## src/source/io_shell_pkg.sv

```systemverilog
// Pad map, opcodes and link types shared by the I/O shell.
// The map assumes a single 24-pad bank with JTAG on pads 16 to 21.
package io_shell_pkg;

  ////////////////////
  // Pad map
  ////////////////////

  parameter int NumPads = 24;

  // Base index of the 8 data pads, also used for the result
  parameter int PadData     = 0;
  // Base index of the 2 opcode pads
  parameter int PadOp       = 8;
  parameter int PadStart    = 10;
  parameter int PadBusy     = 11;
  parameter int PadOverflow = 12;
  parameter int PadTrigger  = 15;

  // JTAG overlay strap and pins
  parameter int PadJtagEn   = 16;
  parameter int PadTck      = 17;
  parameter int PadTms      = 18;
  parameter int PadTdi      = 19;
  parameter int PadTdo      = 20;
  parameter int PadTrstN    = 21;

  // Core view of the JTAG pads while the overlay is active
  // TMS and TRST_N idle high
  parameter logic [NumPads-1:0] TieOffValues =
      (NumPads'(1) << PadTms) | (NumPads'(1) << PadTrstN);

  ////////////////////
  // Link types
  ////////////////////

  typedef enum logic [1:0] {
    OP_ARM      = 2'd0,
    OP_KEY      = 2'd1,
    OP_SCRAMBLE = 2'd2,
    OP_CLEAR    = 2'd3
  } shell_op_e;

  typedef struct packed {
    shell_op_e  op;
    logic [7:0] data;
  } shell_cmd_t;

  typedef struct packed {
    logic [7:0] result;
    logic       busy;
    logic       trig_req;
    logic       overflow;
  } shell_status_t;

endpackage : io_shell_pkg

```

## src/source/fpga_io_shell.sv

```systemverilog
// Single clock domain on clk_main_i; no PLL or pad cells here.
// Pads are split into separate in, out and output enable vectors.
`timescale 1ns/1ps

module fpga_io_shell
  import io_shell_pkg::*;
#(
  parameter int NumRounds = 8,
  parameter int FifoDepth = 2
) (
  input  logic               clk_main_i,
  input  logic               rst_n_i,

  // Pad side
  input  logic [NumPads-1:0] pad_in_i,
  output logic [NumPads-1:0] pad_out_o,
  output logic [NumPads-1:0] pad_oe_o,

  // External debug block
  output logic               jtag_tck_o,
  output logic               jtag_tms_o,
  output logic               jtag_tdi_o,
  output logic               jtag_trst_n_o,
  input  logic               jtag_tdo_i
);

  logic [NumPads-1:0] core_in;
  logic [NumPads-1:0] core_out;
  logic [NumPads-1:0] core_oe;

  shell_cmd_t    cmd;
  logic          cmd_valid;
  logic          credit_return;
  logic          overflow;
  logic [7:0]    result;
  logic          busy;
  logic          trig_req;
  shell_status_t status;

  ////////////////////
  // JTAG overlay
  ////////////////////

  jtag_overlay_mux u_jtag_mux (
    .pad_in_i      (pad_in_i),
    .core_out_i    (core_out),
    .core_oe_i     (core_oe),
    .jtag_tdo_i    (jtag_tdo_i),
    .core_in_o     (core_in),
    .pad_out_o     (pad_out_o),
    .pad_oe_o      (pad_oe_o),
    .jtag_tck_o    (jtag_tck_o),
    .jtag_tms_o    (jtag_tms_o),
    .jtag_tdi_o    (jtag_tdi_o),
    .jtag_trst_n_o (jtag_trst_n_o)
  );

  ////////////////////
  // Core
  ////////////////////

  pad_sampler #(
    .FifoDepth (FifoDepth)
  ) u_sampler (
    .clk_main_i      (clk_main_i),
    .rst_n_i         (rst_n_i),
    .core_in_i       (core_in),
    .credit_return_i (credit_return),
    .cmd_o           (cmd),
    .cmd_valid_o     (cmd_valid),
    .overflow_o      (overflow)
  );

  scramble_engine #(
    .NumRounds (NumRounds),
    .FifoDepth (FifoDepth)
  ) u_engine (
    .clk_main_i      (clk_main_i),
    .rst_n_i         (rst_n_i),
    .cmd_i           (cmd),
    .cmd_valid_i     (cmd_valid),
    .credit_return_o (credit_return),
    .result_o        (result),
    .busy_o          (busy),
    .trig_req_o      (trig_req)
  );

  // Overflow comes from the input side, the rest from the engine
  assign status = '{result: result, busy: busy, trig_req: trig_req, overflow: overflow};

  pad_driver u_driver (
    .clk_main_i (clk_main_i),
    .rst_n_i    (rst_n_i),
    .status_i   (status),
    .core_out_o (core_out),
    .core_oe_o  (core_oe)
  );

endmodule : fpga_io_shell

```

## src/source/jtag_overlay_mux.sv

```systemverilog
// Purely combinational. The strap is taken straight from the pad,
// so it should only change while the core is held in reset.
`timescale 1ns/1ps

module jtag_overlay_mux
  import io_shell_pkg::*;
(
  input  logic [NumPads-1:0] pad_in_i,
  input  logic [NumPads-1:0] core_out_i,
  input  logic [NumPads-1:0] core_oe_i,
  input  logic               jtag_tdo_i,

  output logic [NumPads-1:0] core_in_o,
  output logic [NumPads-1:0] pad_out_o,
  output logic [NumPads-1:0] pad_oe_o,
  output logic               jtag_tck_o,
  output logic               jtag_tms_o,
  output logic               jtag_tdi_o,
  output logic               jtag_trst_n_o
);

  // Pads taken over by the overlay
  localparam logic [NumPads-1:0] JtagMask =
      (NumPads'(1) << PadTck)  |
      (NumPads'(1) << PadTms)  |
      (NumPads'(1) << PadTdi)  |
      (NumPads'(1) << PadTdo)  |
      (NumPads'(1) << PadTrstN);

  localparam logic [NumPads-1:0] TdoMask = NumPads'(1) << PadTdo;

  logic jtag_en;

  assign jtag_en = pad_in_i[PadJtagEn];

  ////////////////////
  // Debug side
  ////////////////////

  // Debug block stays in reset while the strap is low
  assign jtag_tck_o    = jtag_en & pad_in_i[PadTck];
  assign jtag_tms_o    = jtag_en & pad_in_i[PadTms];
  assign jtag_tdi_o    = jtag_en & pad_in_i[PadTdi];
  assign jtag_trst_n_o = jtag_en & pad_in_i[PadTrstN];

  ////////////////////
  // Core side
  ////////////////////

  always_comb begin
    core_in_o = pad_in_i;
    pad_out_o = core_out_i;
    pad_oe_o  = core_oe_i;

    if (jtag_en) begin
      // Core sees idle JTAG levels on the overlaid pads
      core_in_o = (pad_in_i & ~JtagMask) | (TieOffValues & JtagMask);

      // Only TDO is driven, the other JTAG pads are inputs
      pad_out_o = (core_out_i & ~JtagMask) | (jtag_tdo_i ? TdoMask : '0);
      pad_oe_o  = (core_oe_i & ~JtagMask) | TdoMask;
    end
  end

endmodule : jtag_overlay_mux

```

## src/source/pad_driver.sv

```systemverilog
// One register stage from core status to pads.
// Output enables are fixed, the driven pads never turn around.
`timescale 1ns/1ps

module pad_driver
  import io_shell_pkg::*;
(
  input  logic               clk_main_i,
  input  logic               rst_n_i,
  input  shell_status_t      status_i,

  output logic [NumPads-1:0] core_out_o,
  output logic [NumPads-1:0] core_oe_o
);

  // Result, busy, overflow and trigger pads
  localparam logic [NumPads-1:0] DrivenMask =
      (NumPads'(8'hff) << PadData)    |
      (NumPads'(1) << PadBusy)        |
      (NumPads'(1) << PadOverflow)    |
      (NumPads'(1) << PadTrigger);

  shell_status_t status_d;
  shell_status_t status_q;

  // Trigger only leaves the chip while the engine is working,
  // which keeps the scope capture window tight
  always_comb begin
    status_d          = status_i;
    status_d.trig_req = status_i.trig_req & status_i.busy;
  end

  always_ff @(posedge clk_main_i or negedge rst_n_i) begin
    if (!rst_n_i) begin
      status_q <= '0;
    end else begin
      status_q <= status_d;
    end
  end

  ////////////////////
  // Pad mapping
  ////////////////////

  always_comb begin
    core_out_o                = '0;
    core_out_o[PadData +: 8]  = status_q.result;
    core_out_o[PadBusy]       = status_q.busy;
    core_out_o[PadOverflow]   = status_q.overflow;
    core_out_o[PadTrigger]    = status_q.trig_req;
  end

  assign core_oe_o = DrivenMask;

endmodule : pad_driver

```

## src/source/pad_sampler.sv

```systemverilog
// Pads cannot be stalled. A start edge without credit is dropped and
// raises a sticky overflow that only reset clears.
`timescale 1ns/1ps

module pad_sampler
  import io_shell_pkg::*;
#(
  parameter int FifoDepth = 2
) (
  input  logic               clk_main_i,
  input  logic               rst_n_i,
  input  logic [NumPads-1:0] core_in_i,
  input  logic               credit_return_i,

  output shell_cmd_t         cmd_o,
  output logic               cmd_valid_o,
  output logic               overflow_o
);

  // Data, opcode and start pads are synchronized together
  localparam int SyncW = PadStart + 1;
  localparam int CntW  = $clog2(FifoDepth + 1);

  logic [SyncW-1:0] sync1_q;
  logic [SyncW-1:0] sync2_q;
  logic             start_prev_q;
  logic             start_edge;
  logic             issue;
  logic [CntW-1:0]  credit_cnt_q;
  shell_cmd_t       cmd_q;
  logic             cmd_valid_q;
  logic             overflow_q;

  ////////////////////
  // Synchronizer
  ////////////////////

  always_ff @(posedge clk_main_i or negedge rst_n_i) begin
    if (!rst_n_i) begin
      sync1_q      <= '0;
      sync2_q      <= '0;
      start_prev_q <= 1'b0;
    end else begin
      sync1_q      <= core_in_i[SyncW-1:0];
      sync2_q      <= sync1_q;
      start_prev_q <= sync2_q[PadStart];
    end
  end

  assign start_edge = sync2_q[PadStart] & ~start_prev_q;

  // A credit spent by the command now on the link is not available
  assign issue = start_edge & (credit_cnt_q > CntW'(cmd_valid_q));

  ////////////////////
  // Credits
  ////////////////////

  always_ff @(posedge clk_main_i or negedge rst_n_i) begin
    if (!rst_n_i) begin
      credit_cnt_q <= CntW'(FifoDepth);
      cmd_valid_q  <= 1'b0;
      overflow_q   <= 1'b0;
    end else begin
      cmd_valid_q <= issue;
      if (start_edge && !issue) begin
        overflow_q <= 1'b1;
      end
      case ({cmd_valid_q, credit_return_i})
        2'b10:   credit_cnt_q <= credit_cnt_q - 1'b1;
        2'b01:   credit_cnt_q <= credit_cnt_q + 1'b1;
        default: credit_cnt_q <= credit_cnt_q;
      endcase
    end
  end

  // Command word, only meaningful with cmd_valid_o
  always_ff @(posedge clk_main_i) begin
    if (start_edge) begin
      cmd_q.op   <= shell_op_e'(sync2_q[PadOp +: 2]);
      cmd_q.data <= sync2_q[PadData +: 8];
    end
  end

  assign cmd_o       = cmd_q;
  assign cmd_valid_o = cmd_valid_q;
  assign overflow_o  = overflow_q;

endmodule : pad_sampler

```

## src/source/scramble_engine.sv

```systemverilog
// Stand-in for a cipher core, not cryptographically meaningful.
// Writes are never refused; the sender must respect its credits.
`timescale 1ns/1ps

module scramble_engine
  import io_shell_pkg::*;
#(
  parameter int NumRounds = 8,
  parameter int FifoDepth = 2
) (
  input  logic       clk_main_i,
  input  logic       rst_n_i,
  input  shell_cmd_t cmd_i,
  input  logic       cmd_valid_i,

  output logic       credit_return_o,
  output logic [7:0] result_o,
  output logic       busy_o,
  output logic       trig_req_o
);

  localparam int PtrW = (FifoDepth > 1) ? $clog2(FifoDepth) : 1;
  localparam int CntW = $clog2(FifoDepth + 1);
  localparam int RndW = (NumRounds > 1) ? $clog2(NumRounds) : 1;

  typedef enum logic {
    ST_IDLE,
    ST_RUN
  } engine_state_e;

  shell_cmd_t      fifo_mem [FifoDepth];
  logic [PtrW-1:0] wr_ptr_q;
  logic [PtrW-1:0] rd_ptr_q;
  logic [CntW-1:0] fifo_cnt_q;
  shell_cmd_t      head;
  logic            pop;

  engine_state_e   state_q;
  shell_op_e       run_op_q;
  logic [RndW-1:0] round_q;
  logic            last_round;
  logic [7:0]      work_q;
  logic [7:0]      mixed;
  logic [7:0]      work_next;
  logic [7:0]      key_q;
  logic [7:0]      result_q;
  logic            trig_req_q;

  function automatic logic [PtrW-1:0] ptr_inc(logic [PtrW-1:0] ptr);
    if (ptr == PtrW'(FifoDepth - 1)) begin
      return '0;
    end
    return ptr + 1'b1;
  endfunction

  ////////////////////
  // Command queue
  ////////////////////

  assign head = fifo_mem[rd_ptr_q];

  // One command leaves per idle cycle, and its credit goes back at once
  assign pop             = (state_q == ST_IDLE) && (fifo_cnt_q != '0);
  assign credit_return_o = pop;

  always_ff @(posedge clk_main_i) begin
    if (cmd_valid_i) begin
      fifo_mem[wr_ptr_q] <= cmd_i;
    end
  end

  always_ff @(posedge clk_main_i or negedge rst_n_i) begin
    if (!rst_n_i) begin
      wr_ptr_q   <= '0;
      rd_ptr_q   <= '0;
      fifo_cnt_q <= '0;
    end else begin
      if (cmd_valid_i) begin
        wr_ptr_q <= ptr_inc(wr_ptr_q);
      end
      if (pop) begin
        rd_ptr_q <= ptr_inc(rd_ptr_q);
      end
      case ({cmd_valid_i, pop})
        2'b10:   fifo_cnt_q <= fifo_cnt_q + 1'b1;
        2'b01:   fifo_cnt_q <= fifo_cnt_q - 1'b1;
        default: fifo_cnt_q <= fifo_cnt_q;
      endcase
    end
  end

  ////////////////////
  // Round function
  ////////////////////

  // XOR with key, then rotate left by one
  assign mixed      = work_q ^ key_q;
  assign work_next  = {mixed[6:0], mixed[7]};
  assign last_round = (round_q == RndW'(NumRounds - 1));

  always_ff @(posedge clk_main_i) begin
    if (pop) begin
      work_q <= head.data;
    end else if (state_q == ST_RUN) begin
      work_q <= work_next;
    end
  end

  ////////////////////
  // Control FSM
  ////////////////////

  always_ff @(posedge clk_main_i or negedge rst_n_i) begin
    if (!rst_n_i) begin
      state_q    <= ST_IDLE;
      run_op_q   <= OP_ARM;
      round_q    <= '0;
      key_q      <= '0;
      result_q   <= '0;
      trig_req_q <= 1'b0;
    end else begin
      case (state_q)
        ST_IDLE: begin
          if (pop) begin
            case (head.op)
              OP_ARM: trig_req_q <= ~trig_req_q;
              OP_KEY: key_q <= head.data;
              default: begin
                // Scramble and clear both take the multi-round path
                state_q  <= ST_RUN;
                run_op_q <= head.op;
                round_q  <= '0;
              end
            endcase
          end
        end
        ST_RUN: begin
          round_q <= round_q + 1'b1;
          if (last_round) begin
            state_q <= ST_IDLE;
            if (run_op_q == OP_CLEAR) begin
              key_q    <= '0;
              result_q <= '0;
            end else begin
              result_q <= work_next;
            end
          end
        end
        default: state_q <= ST_IDLE;
      endcase
    end
  end

  assign result_o   = result_q;
  assign busy_o     = (state_q == ST_RUN);
  assign trig_req_o = trig_req_q;

endmodule : scramble_engine
```

## config.mk

```make
export PLATFORM = sky130hd
export DESIGN_NAME = fpga_io_shell
export DESIGN_NICKNAME = d
export VERILOG_FILES = /design/src/source/io_shell_pkg.sv /design/src/source/fpga_io_shell.sv /design/src/source/jtag_overlay_mux.sv /design/src/source/pad_driver.sv /design/src/source/pad_sampler.sv /design/src/source/scramble_engine.sv
export SDC_FILE = /design/constraint.sdc
export NUM_CORES = 1
export LEC_CHECK = 0
export ABC_AREA = 0
export BUFFER_PORTS_ARGS = -buffer_cell sky130_fd_sc_hd__buf_2
export CELL_PAD_IN_SITES_DETAIL_PLACEMENT = 1
export CELL_PAD_IN_SITES_GLOBAL_PLACEMENT = 1
export CORE_MARGIN = 5
export CORE_UTILIZATION = 44
export DETAILED_ROUTE_END_ITERATION = 10
export GPL_ROUTABILITY_DRIVEN = 0
export HOLD_SLACK_MARGIN = 0.12
export PLACE_DENSITY_LB_ADDON = 0.15
export SKIP_LAST_GASP = 1
export SYNTH_ARGS = -nofsm -noshare
export SYNTH_HDL_FRONTEND = slang
export SYNTH_SLANG_ARGS = --single-unit
```

## constraint.sdc

```tcl
create_clock -name clk_main_i -period 1.9 [get_ports clk_main_i]
set_clock_uncertainty 0.1 [all_clocks]
set_input_delay 0.285 -clock clk_main_i [delete_from_list [all_inputs] [get_ports clk_main_i]]
set_output_delay 0.285 -clock clk_main_i [all_outputs]
set_load 0.05 [all_outputs]
```

Yosys cells after proc, flatten, opt, wreduce, memory -nomap -nowiden --
Memory sizes are Yosys's and may differ from the RTL's. Index checks and enable logic that the tools add are counted.
Word-level totals: word-level logic and storage cells 97, memory bits (writable) 20, memories 1, input bits 27, register bits after elaboration 83, output and inout port bits 52
Memories:
- u_engine.fifo_mem | words 2, width 10, read ports 1, clocked after memory_dff 0, write ports 1, RTL line scramble_engine.sv:31 | shell_cmd_t fifo_mem [FifoDepth];
Operators by class: bitwise operators 13, equal/unequal tests 10, add/subtract/negate cells 7, $lt $le $gt $ge 1, multiplexer cells 30, reduce and logical (&&, ||, !) cells 13
Operators by type and width (number):
- $mux 8 | 7
- $mux 21 | 2
- $mux 24 | 1
- $or 16x24->24 | 1
- $pmux 8 s2 | 1
- $mux 1 | 13
- $ne 2x2->1 const B | 4
- $pmux 2 s2 | 2
- $xor 8x8->8 | 1
- $and 1x1->1 | 7
- $mux 3 | 2
- $pmux 3 s2 | 1
- $reduce_and 3->1 | 2
- $reduce_bool 2->1 | 3
- $add 2x1->2 const B | 2
- $eq 2x1->1 const B | 2
- $eq 2x2->1 const B | 2
- $not 1->1 | 4
- $reduce_and 2->1 | 2
- $reduce_and 4->1 | 1
- $sub 2x1->2 const B | 2
- $add 3x1->3 const B | 1
- $eq 3x3->1 const B | 1
- $add 1x1->1 const B | 2
- 7 further kinds | 8

Depth between registers and ports, before layout --
Gate-level depths: netlist of run 1. An unclocked memory read counts as a cell.
depth in word-level cells 6, depth in mapped cells 7, mapped depth without buffers 5

Modules after synthesis --
From an unflattened synthesis of run 1, not the netlist that was laid out.
Unflattened totals: cell total of the unflattened synthesis 333, area total of the unflattened synthesis 4455.5 µm²
Modules (own cells, without submodules):
- scramble_engine | area each 2238.4 µm², cells each 154, instances 1, seq. area each 1516.5 µm²
- pad_sampler | area each 1067.3 µm², cells each 50, instances 1, seq. area each 977.2 µm²
- jtag_overlay_mux | area each 583.1 µm², cells each 78, instances 1, seq. area each 0.0 µm²
- pad_driver | area each 566.8 µm², cells each 51, instances 1, seq. area each 275.3 µm²

Least setup slack after synthesis of run 1 --
No wires, ideal clock.
path type register to register, start point register u_engine.state_q, in the netlist u_engine.busy_o, end point register u_sampler.credit_cnt_q[1], path buffers 2, data required time 1725 ps, library setup time 75 ps, slack 232 ps, period minus slack after synthesis 1668 ps, cell stages (with the launch flop) 7, arrival time 1493 ps, cell sequence dfrtp_1 -> buf_2 -> o21ba_2 -> buf_2 -> ha_1 -> nor2_1 -> xor2_1
Between the ends: cells in the longest elaborated chain, start to end 4, elaborated cells between the ends (all ways) 6, those cells by class 2 x eq/ne; 1 x mux; 1 x bitwise; 2 x reduce/logical
RTL lines:
- from (decl) | RTL line scramble_engine.sv:38 | engine_state_e state_q;
- from (signal assigned) | RTL line scramble_engine.sv:115 | state_q <= ST_IDLE;
- from (signal assigned) | RTL line scramble_engine.sv:130 | state_q <= ST_RUN;
- from (signal assigned) | RTL line scramble_engine.sv:140 | state_q <= ST_IDLE;
- $not 1->1 (no source line) *
- $logic_and 1x1->1 * | RTL line scramble_engine.sv:63 | assign pop = (state_q == ST_IDLE) && (fifo_cnt_q != '0);
- net credit_return | RTL line fpga_io_shell.sv:33 | logic credit_return;
- $eq 2x1->1 or $eq 2x2->1 (tied branches) | RTL line pad_sampler.sv:69 | case ({cmd_valid_q, credit_return_i})
- $pmux 2 s2 or $reduce_bool 2->1 (tied branches)
- to (signal assigned) | RTL line pad_sampler.sv:70 | 2'b10: credit_cnt_q <= credit_cnt_q - 1'b1;
- to (signal assigned) | RTL line pad_sampler.sv:71 | 2'b01: credit_cnt_q <= credit_cnt_q + 1'b1;
- to (signal assigned) | RTL line pad_sampler.sv:72 | default: credit_cnt_q <= credit_cnt_q;
- to (decl) | RTL line pad_sampler.sv:29 | logic [CntW-1:0] credit_cnt_q;
Mark *: on every way through the listed nets, which the timed path passes. The rest lies on a longest branch. A chain may end at the register's enable or synchronous reset.

Worst setup path after layout of run 1 --
start point register u_engine.round_q[0], end point register u_engine.key_q[5]
Between the ends: cells in the longest elaborated chain, start to end 3
RTL lines:
- from (decl) | RTL line scramble_engine.sv:40 | logic [RndW-1:0] round_q;
- from (signal assigned) | RTL line scramble_engine.sv:138 | round_q <= round_q + 1'b1;
- $eq 3x3->1 | RTL line scramble_engine.sv:99 | assign last_round = (round_q == RndW'(NumRounds - 1));
- $ne 2x2->1 (no source line)
- $reduce_and 4->1 (no source line)
- to (signal assigned) | RTL line scramble_engine.sv:127 | OP_KEY: key_q <= head.data;
- to (decl) | RTL line scramble_engine.sv:45 | logic [7:0] key_q;
Every way passes these cells.

==> impl_metrics.tcl, run 1 <==
set metrics [dict create \
    hp-class "reg2reg" \
    synth_top_area_share 0.413 \
    die_w_um 104 \
    grt_max_degree 66 \
    fmax_ghz 0.632 \
    postCtsSetupRepairBufs 0 \
    cts_buffer_depth 2 \
    final_util 0.505 \
    cts_tree "done" \
    min_period_ns 1.58 \
    multi_input_area_um2 911 \
    synth-edff-count 38 \
    drc_errors 0 \
    final_cell_mix "dfrtp_1 (64), edfxtp_1 (38), conb_1 (35), buf_2 (35), mux2i_1 (17)" \
    crit_type "reg2reg" \
    p_leak_nw 1.95 \
    antenna_cells 0 \
    top_level_ports 79 \
    crit_arrival_ns 1.71 \
    area_growth_pct 13.0 \
    grt_pass1_wl_mm 9.76 \
    status "complete, no violations" \
    fin_ws_ns 0.318 \
    drv_cap 0 \
    crit_required_ns 2.03 \
    via_per_inst 4.48 \
    htreeDepth 3 \
    n_fill_cell 876 \
    clkLatencyLatePin_ns 0.35 \
    drtAntennaViolNets 0 \
    place_area_mm2 0.00407 \
    die_area_mm2 0.0108 \
    min_period_over_period 0.833 \
    syn_area_mm2 0.00388 \
    hold_viol 0 \
    ir_worst_vdd_mv 0.580 \
    drtIter0Drc 38 \
    dp_hpwl_mm 3.80 \
    cts_buffers 9 \
    rsz0062_at_grt "false" \
    synth_flop_cell "dfrtp_1" \
    numPortBuffers 35 \
    coreArea_mm2 0.00868 \
    synthesis.instances 257 \
    synthTopCellsByArea "dfrtp_1 (41%), edfxtp_1 (29%), buf_4 (7.0%)" \
    grt_usage 0.110 \
    start_util 0.447 \
    wl_per_cell_um 12.9 \
    drv_slew 0 \
    design_area_mm2 0.00438 \
    synth_area_per_cell_um2 15.1 \
    synth_area_leader_cell "dfrtp_1" \
    clock_sinks 103 \
    drt_pass1_iterations 4 \
    final_common_cell "dfrtp_1" \
    postRouteWirelength_mm 5.53 \
    ys_ff_latch 103 \
    setup_viol 0 \
    clkTransAtPathRegs_ns 0.10 \
    nNetsFinal 345 \
    p_per_area_mw_per_mm2 886 \
    synth_seq_area_share 0.714 \
    dieHeight_um 104 \
    seqCellArea_mm2 0.00277 \
    tns_ns 0 \
    vias 1914 \
    num_rows 34 \
    antenna_found_initial 0 \
    crit_fanout 8 \
    grt_pass1_vias 2078 \
    synth-async-reset-ratio 0.631 \
    end_kind "flop" \
    ys_warn_count 0 \
    cp-start-kind "flop" \
    overflow 0 \
    ys_types 32 \
    cts_root_buffer "clkbuf_8" \
    drive_gt1_frac 0.204 \
    dp_slack_ns 0.300 \
]
[cells in the mapped netlist (3+ instances only)]
cell type and n:
a21oi_1 11, a22o_1 10, and2_1 8, buf_2 4
buf_4 36, dfrtp_1 64, edfxtp_1 38, ha_1 4
inv_1 3, mux2i_1 17, nand2_1 9, nor2_1 13
xnor2_1 4, xor2_1 13
[per-stage QoR]
step	hold WS (ns)	instances	total power [W]
CTS	0.260	427	0.00394
global placement	0.228	399	0.00263
detailed placement	0.230	399	0.00263
finish	0.256	427	0.00388
floorplan	-0.111	290	0.00263
global route	0.266	427	0.00406
[area by class of cell]
cell class | count | share of cell area
clock buffer | 9 | 0.0283
clock inverter | 7 | 0.0151
inverter | 3 | 0.00257
multi-input combinational | 142 | 0.208
sequential | 103 | 0.632
tap | 108 | 0.0308
timing repair buffer | 55 | 0.0839
[layer usage]
layer  wire [um]  GRT usage  vias up  share of wire
met1        2380      0.131      939           0.43
met5           0          0        -              0
met3         332     0.0435        2          0.060
met4          17     0.0222        0         0.0031
li1            -          -      919              -
met2        2800      0.188       54           0.51
[final timing paths]
path                                 startpoint                   endpoint  slack [ns]  cells past startpoint
setup / recovery            u_engine.round_q[0]          u_engine.key_q[5]        0.32                      5
setup reg to reg            u_engine.round_q[0]          u_engine.key_q[5]        0.32                      5
min in group asynchronous               rst_n_i        u_engine.round_q[1]        0.36                      3
hold reg to reg            u_sampler.sync1_q[6]       u_sampler.sync2_q[6]        0.26                      0
max in group asynchronous               rst_n_i  u_sampler.credit_cnt_q[1]        1.03                      3
hold / removal             u_sampler.sync1_q[6]       u_sampler.sync2_q[6]        0.26                      0
[flip-flops by register name, summed over array words and instances, names as in the netlist, 2 cells and up]
name,count
u_sampler.sync2_q,11
u_engine.result_o,8
u_sampler.cmd_o,10
u_engine.work_q,8
u_engine.key_q,8
u_engine.round_q,3
u_sampler.sync1_q,11
u_engine.fifo_cnt_q,2
u_engine.run_op_q,2
u_engine.fifo_mem,20
u_sampler.credit_cnt_q,2
u_driver.core_out_o,11
[worst max-delay path: stages (launching register included)]
cell,delay [ns]
dfrtp_1,0.37
ha_1,0.15
ha_1,0.19
nand4_1,0.37
nand2_1,0.19
mux2i_1,0.08
[logic make-up after synthesis]
group                    count (synthesis)  synth area share
adder cells (fa/ha/maj)                  4            0.0129
buffers and inverters                   45            0.0835
multiplexers                            19            0.0497
other                                    2           0.00194
XOR/XNOR                                17            0.0384
AND/OR/NAND/NOR                         40            0.0513
flip-flops                             103             0.714
AO/OA/AOI/OAI                           27            0.0487
[power by group]
part / leakage, nW / internal (W) / switching [W]
logic: 0.691 / 0.0000423 / 0.000218
clock network: 0.0949 / 0.000506 / 0.000774
registers: 1.16 / 0.00233 / 0.00000968
total: 1.95 / 0.00288 / 0.00100
[what timing repair did]
action,4_1_cts,5_1_grt
gates resized for setup,0,0
hold endpoints to repair,75,0
hold buffers,12,0
Note: power is estimated with default switching activity, not from simulation.
==> inputs of run 2 (changes only) <==
--- a/config.mk
+++ b/config.mk
@@ -5,12 +5,12 @@
 export SDC_FILE = /design/constraint.sdc
 export NUM_CORES = 1
 export LEC_CHECK = 0
-export ABC_AREA = 0
+export ABC_AREA = 1
 export BUFFER_PORTS_ARGS = -buffer_cell sky130_fd_sc_hd__buf_2
 export CELL_PAD_IN_SITES_DETAIL_PLACEMENT = 1
 export CELL_PAD_IN_SITES_GLOBAL_PLACEMENT = 1
 export CORE_MARGIN = 5
-export CORE_UTILIZATION = 44
+export CORE_UTILIZATION = 39
 export DETAILED_ROUTE_END_ITERATION = 10
 export GPL_ROUTABILITY_DRIVEN = 0
 export HOLD_SLACK_MARGIN = 0.12
==> constraint.sdc (replaced) <==
create_clock -name clk_main_i -period 1.4 [get_ports clk_main_i]
set_clock_uncertainty 0.1 [all_clocks]
set_input_delay 0.21 -clock clk_main_i [delete_from_list [all_inputs] [get_ports clk_main_i]]
set_output_delay 0.21 -clock clk_main_i [all_outputs]
set_load 0.05 [all_outputs]
==> run 2 against run 1 <==
The run now ends with setup timing left. Worst hold slack better by 0.0017 ns. Design area is 11% higher. Clock power is 36% higher. Highest routed layer unchanged.
==> impl_metrics.tcl, run 2 <==
set metrics [dict create \
    dp.cells 492 \
    num_rows 36 \
    crit_required_ns 1.51 \
    drive_gt1_frac 0.327 \
    final_common_cell "dfrtp_1" \
    wl_per_cell_um 12.2 \
    clkLatencyLatePin_ns 0.36 \
    dieHeight_um 111 \
    dp_slack_ns -0.168 \
    dp_hpwl_mm 4.55 \
    nNetsFinal 417 \
    area_growth_pct 23.3 \
    die_area_mm2 0.0123 \
    fin_ws_ns -0.0539 \
    largest_reg_flops 20 \
    violations "setup timing" \
    cts_tree "done" \
    cts_buffers 9 \
    regMostFlops "u_engine.fifo_mem" \
    end_kind "flop" \
    clock_sinks 103 \
    synthesis.instances 305 \
    coreArea_mm2 0.00986 \
    numPortBuffers 35 \
    drtIter0Drc 26 \
    synth-async-reset-ratio 0.631 \
    final-instance-count-excl-fill 524 \
    rsz0062_at_grt "true" \
    p_per_area_mw_per_mm2 1080 \
    start_util 0.402 \
    synthTopCellsByArea "dfrtp_1 (40%), edfxtp_1 (29%), buf_4 (7.0%)" \
    min_period_over_period 1.04 \
    crit_type "reg2reg" \
    synth_area_leader_cell "dfrtp_1" \
    grt_pass1_vias 2411 \
    yosysMostFrequentCell "dfrtp_1" \
    drt_pass1_iterations 4 \
    p_int_w 0.00391 \
    ys_ff_latch 103 \
    hold_viol 0 \
    final_util 0.495 \
    drv_slew 0 \
    cp-start-kind "flop" \
    p_comb_frac 0.067 \
    min_period_ns 1.45 \
    power.clock.fraction 0.329 \
    p_leak_nw 2.29 \
    synth_flop_cell "dfrtp_1" \
    fmax_ghz 0.688 \
    crit_arrival_ns 1.56 \
    synth_top_area_share 0.404 \
    synth-edff-count 38 \
    syn_area_mm2 0.00396 \
    drv_cap 0 \
    final_cell_mix "dfrtp_1 (63), nand2_1 (41), edfxtp_1 (38)" \
    grt_max_degree 66 \
    antenna_cells 0 \
    hp-class "reg2reg" \
    overflow 0 \
    antenna_found_initial 0 \
    die_w_um 111 \
    top_level_ports 79 \
    synth_seq_area_share 0.699 \
    status "complete, but fails checks" \
    grt_pass1_wl_mm 11.3 \
    ir_worst_vdd_mv 0.674 \
    n_fill_cell 1018 \
    ys_types 28 \
    ys_top_cells_by_count "dfrtp_1 (64), nand2_1 (51), edfxtp_1 (38), buf_4 (37), o21ai_0 (20)" \
    whs_ns 0.258 \
    ys_warn_count 0 \
    cts_buffer_depth 2 \
    vias 2211 \
    p_switching_w 0.00136 \
    drc_errors 0 \
    drtAntennaViolNets 0 \
    cts_root_buffer "clkbuf_8" \
    grt_usage 0.114 \
    p_sw_frac 0.258 \
    setup_viol 18 \
    via_per_inst 4.22 \
    synth_area_per_cell_um2 13.0 \
    clkTransAtPathRegs_ns 0.10 \
    crit_fanout 5 \
    postRouteWirelength_mm 6.41 \
    htreeDepth 3 \
    power_w 0.00527 \
    seq_power_share 0.603 \
]
[run 2: changes by cell type after synthesis, sizes merged, moves of 10 or more]
cell / before / now
nand2: 9 / 54
o21ai: 1 / 22
inv: 3 / 18
nand3: 0 / 12
xor2: 13 / 2
a21oi: 12 / 2
a22o: 10 / 0
[run 2: per-stage QoR]
| step | TNS, ns | instance area, um2 |
|---|---|---|
| finish | -0.427 | 4890 |
| floorplan | -0.358 | 4110 |
| global placement | -2.94 | 4360 |
| global route | -2.51 | 4890 |
| CTS | -1.20 | 4820 |
| detailed placement | -3.62 | 4360 |
[run 2: final timing paths]
| check | startpoint | to | slack (ns) | cells after the start |
|---|---|---|---|---|
| worst min register to register | u_sampler.sync1_q[9] | u_sampler.sync2_q[9] | 0.26 | 0 |
| worst min-delay path | u_sampler.sync1_q[9] | u_sampler.sync2_q[9] | 0.26 | 0 |
| worst max-delay path | u_engine.fifo_cnt_q[0] | u_engine.work_q[6] | -0.05 | 4 |
| min in group asynchronous | rst_n_i | u_driver.core_out_o[5] | 0.29 | 3 |
| max in group asynchronous | rst_n_i | u_sampler.credit_cnt_q[1] | 0.57 | 3 |
| worst max register to register | u_engine.fifo_cnt_q[0] | u_engine.work_q[6] | -0.05 | 4 |
[run 2: cells by family (layout without fill, tap and decap cells)]
group,count (synthesis),count (layout),synth area share
compound gates,25,25,0.0388
xor+xnor,15,15,0.0332
mux,8,8,0.0202
fa+ha+maj,4,4,0.0126
simple gates,90,90,0.0988
other cells,2,35,0.00190
buf+inv,58,111,0.0957
flops,103,103,0.699
[run 2: critical path, cell delays in order, from the launching register on]
cell	delay (ns)
dfrtp_1	0.42
o21ai_4	0.26
buf_6	0.18
buf_8	0.13
mux2i_1	0.20
[run 2: per-layer routing]
| metal | part of all wire | track usage |
|---|---|---|
| met1 | 0.41 | 0.128 |
| met2 | 0.53 | 0.203 |
| met3 | 0.047 | 0.0333 |
| met4 | 0.016 | 0.0419 |
| met5 | 0 | 0 |
[run 2: cell type report]
type,instances,area [um2],area share
clock buffer,9,124,0.0253
clock inverter,7,67.6,0.0138
inverter,18,77.6,0.0159
multi-input combinational,177,1100,0.226
sequential,103,2770,0.567
tap,133,166,0.0341
timing repair buffer,77,579,0.119
[run 2: power groups by stage]
stage	registers [W]	clock network, W	logic (W)
3_5_place_dp	0.00325	0	0.000332
3_3_place_gp	0.00324	0	0.000329
6_report	0.00318	0.00174	0.000355
2_1_floorplan	0.00324	0	0.000326
4_1_cts	0.00318	0.00184	0.000357
5_1_grt	0.00319	0.00197	0.000381
[run 2: repair_timing]
item,4_1_cts,5_1_grt
pin swaps,9,8
gates resized for setup,34,20
hold buffers,12,0
endpoints found under the hold margin,76,0
setup endpoints to repair,38,37
buffers inserted,4,1
gates cloned,0,0
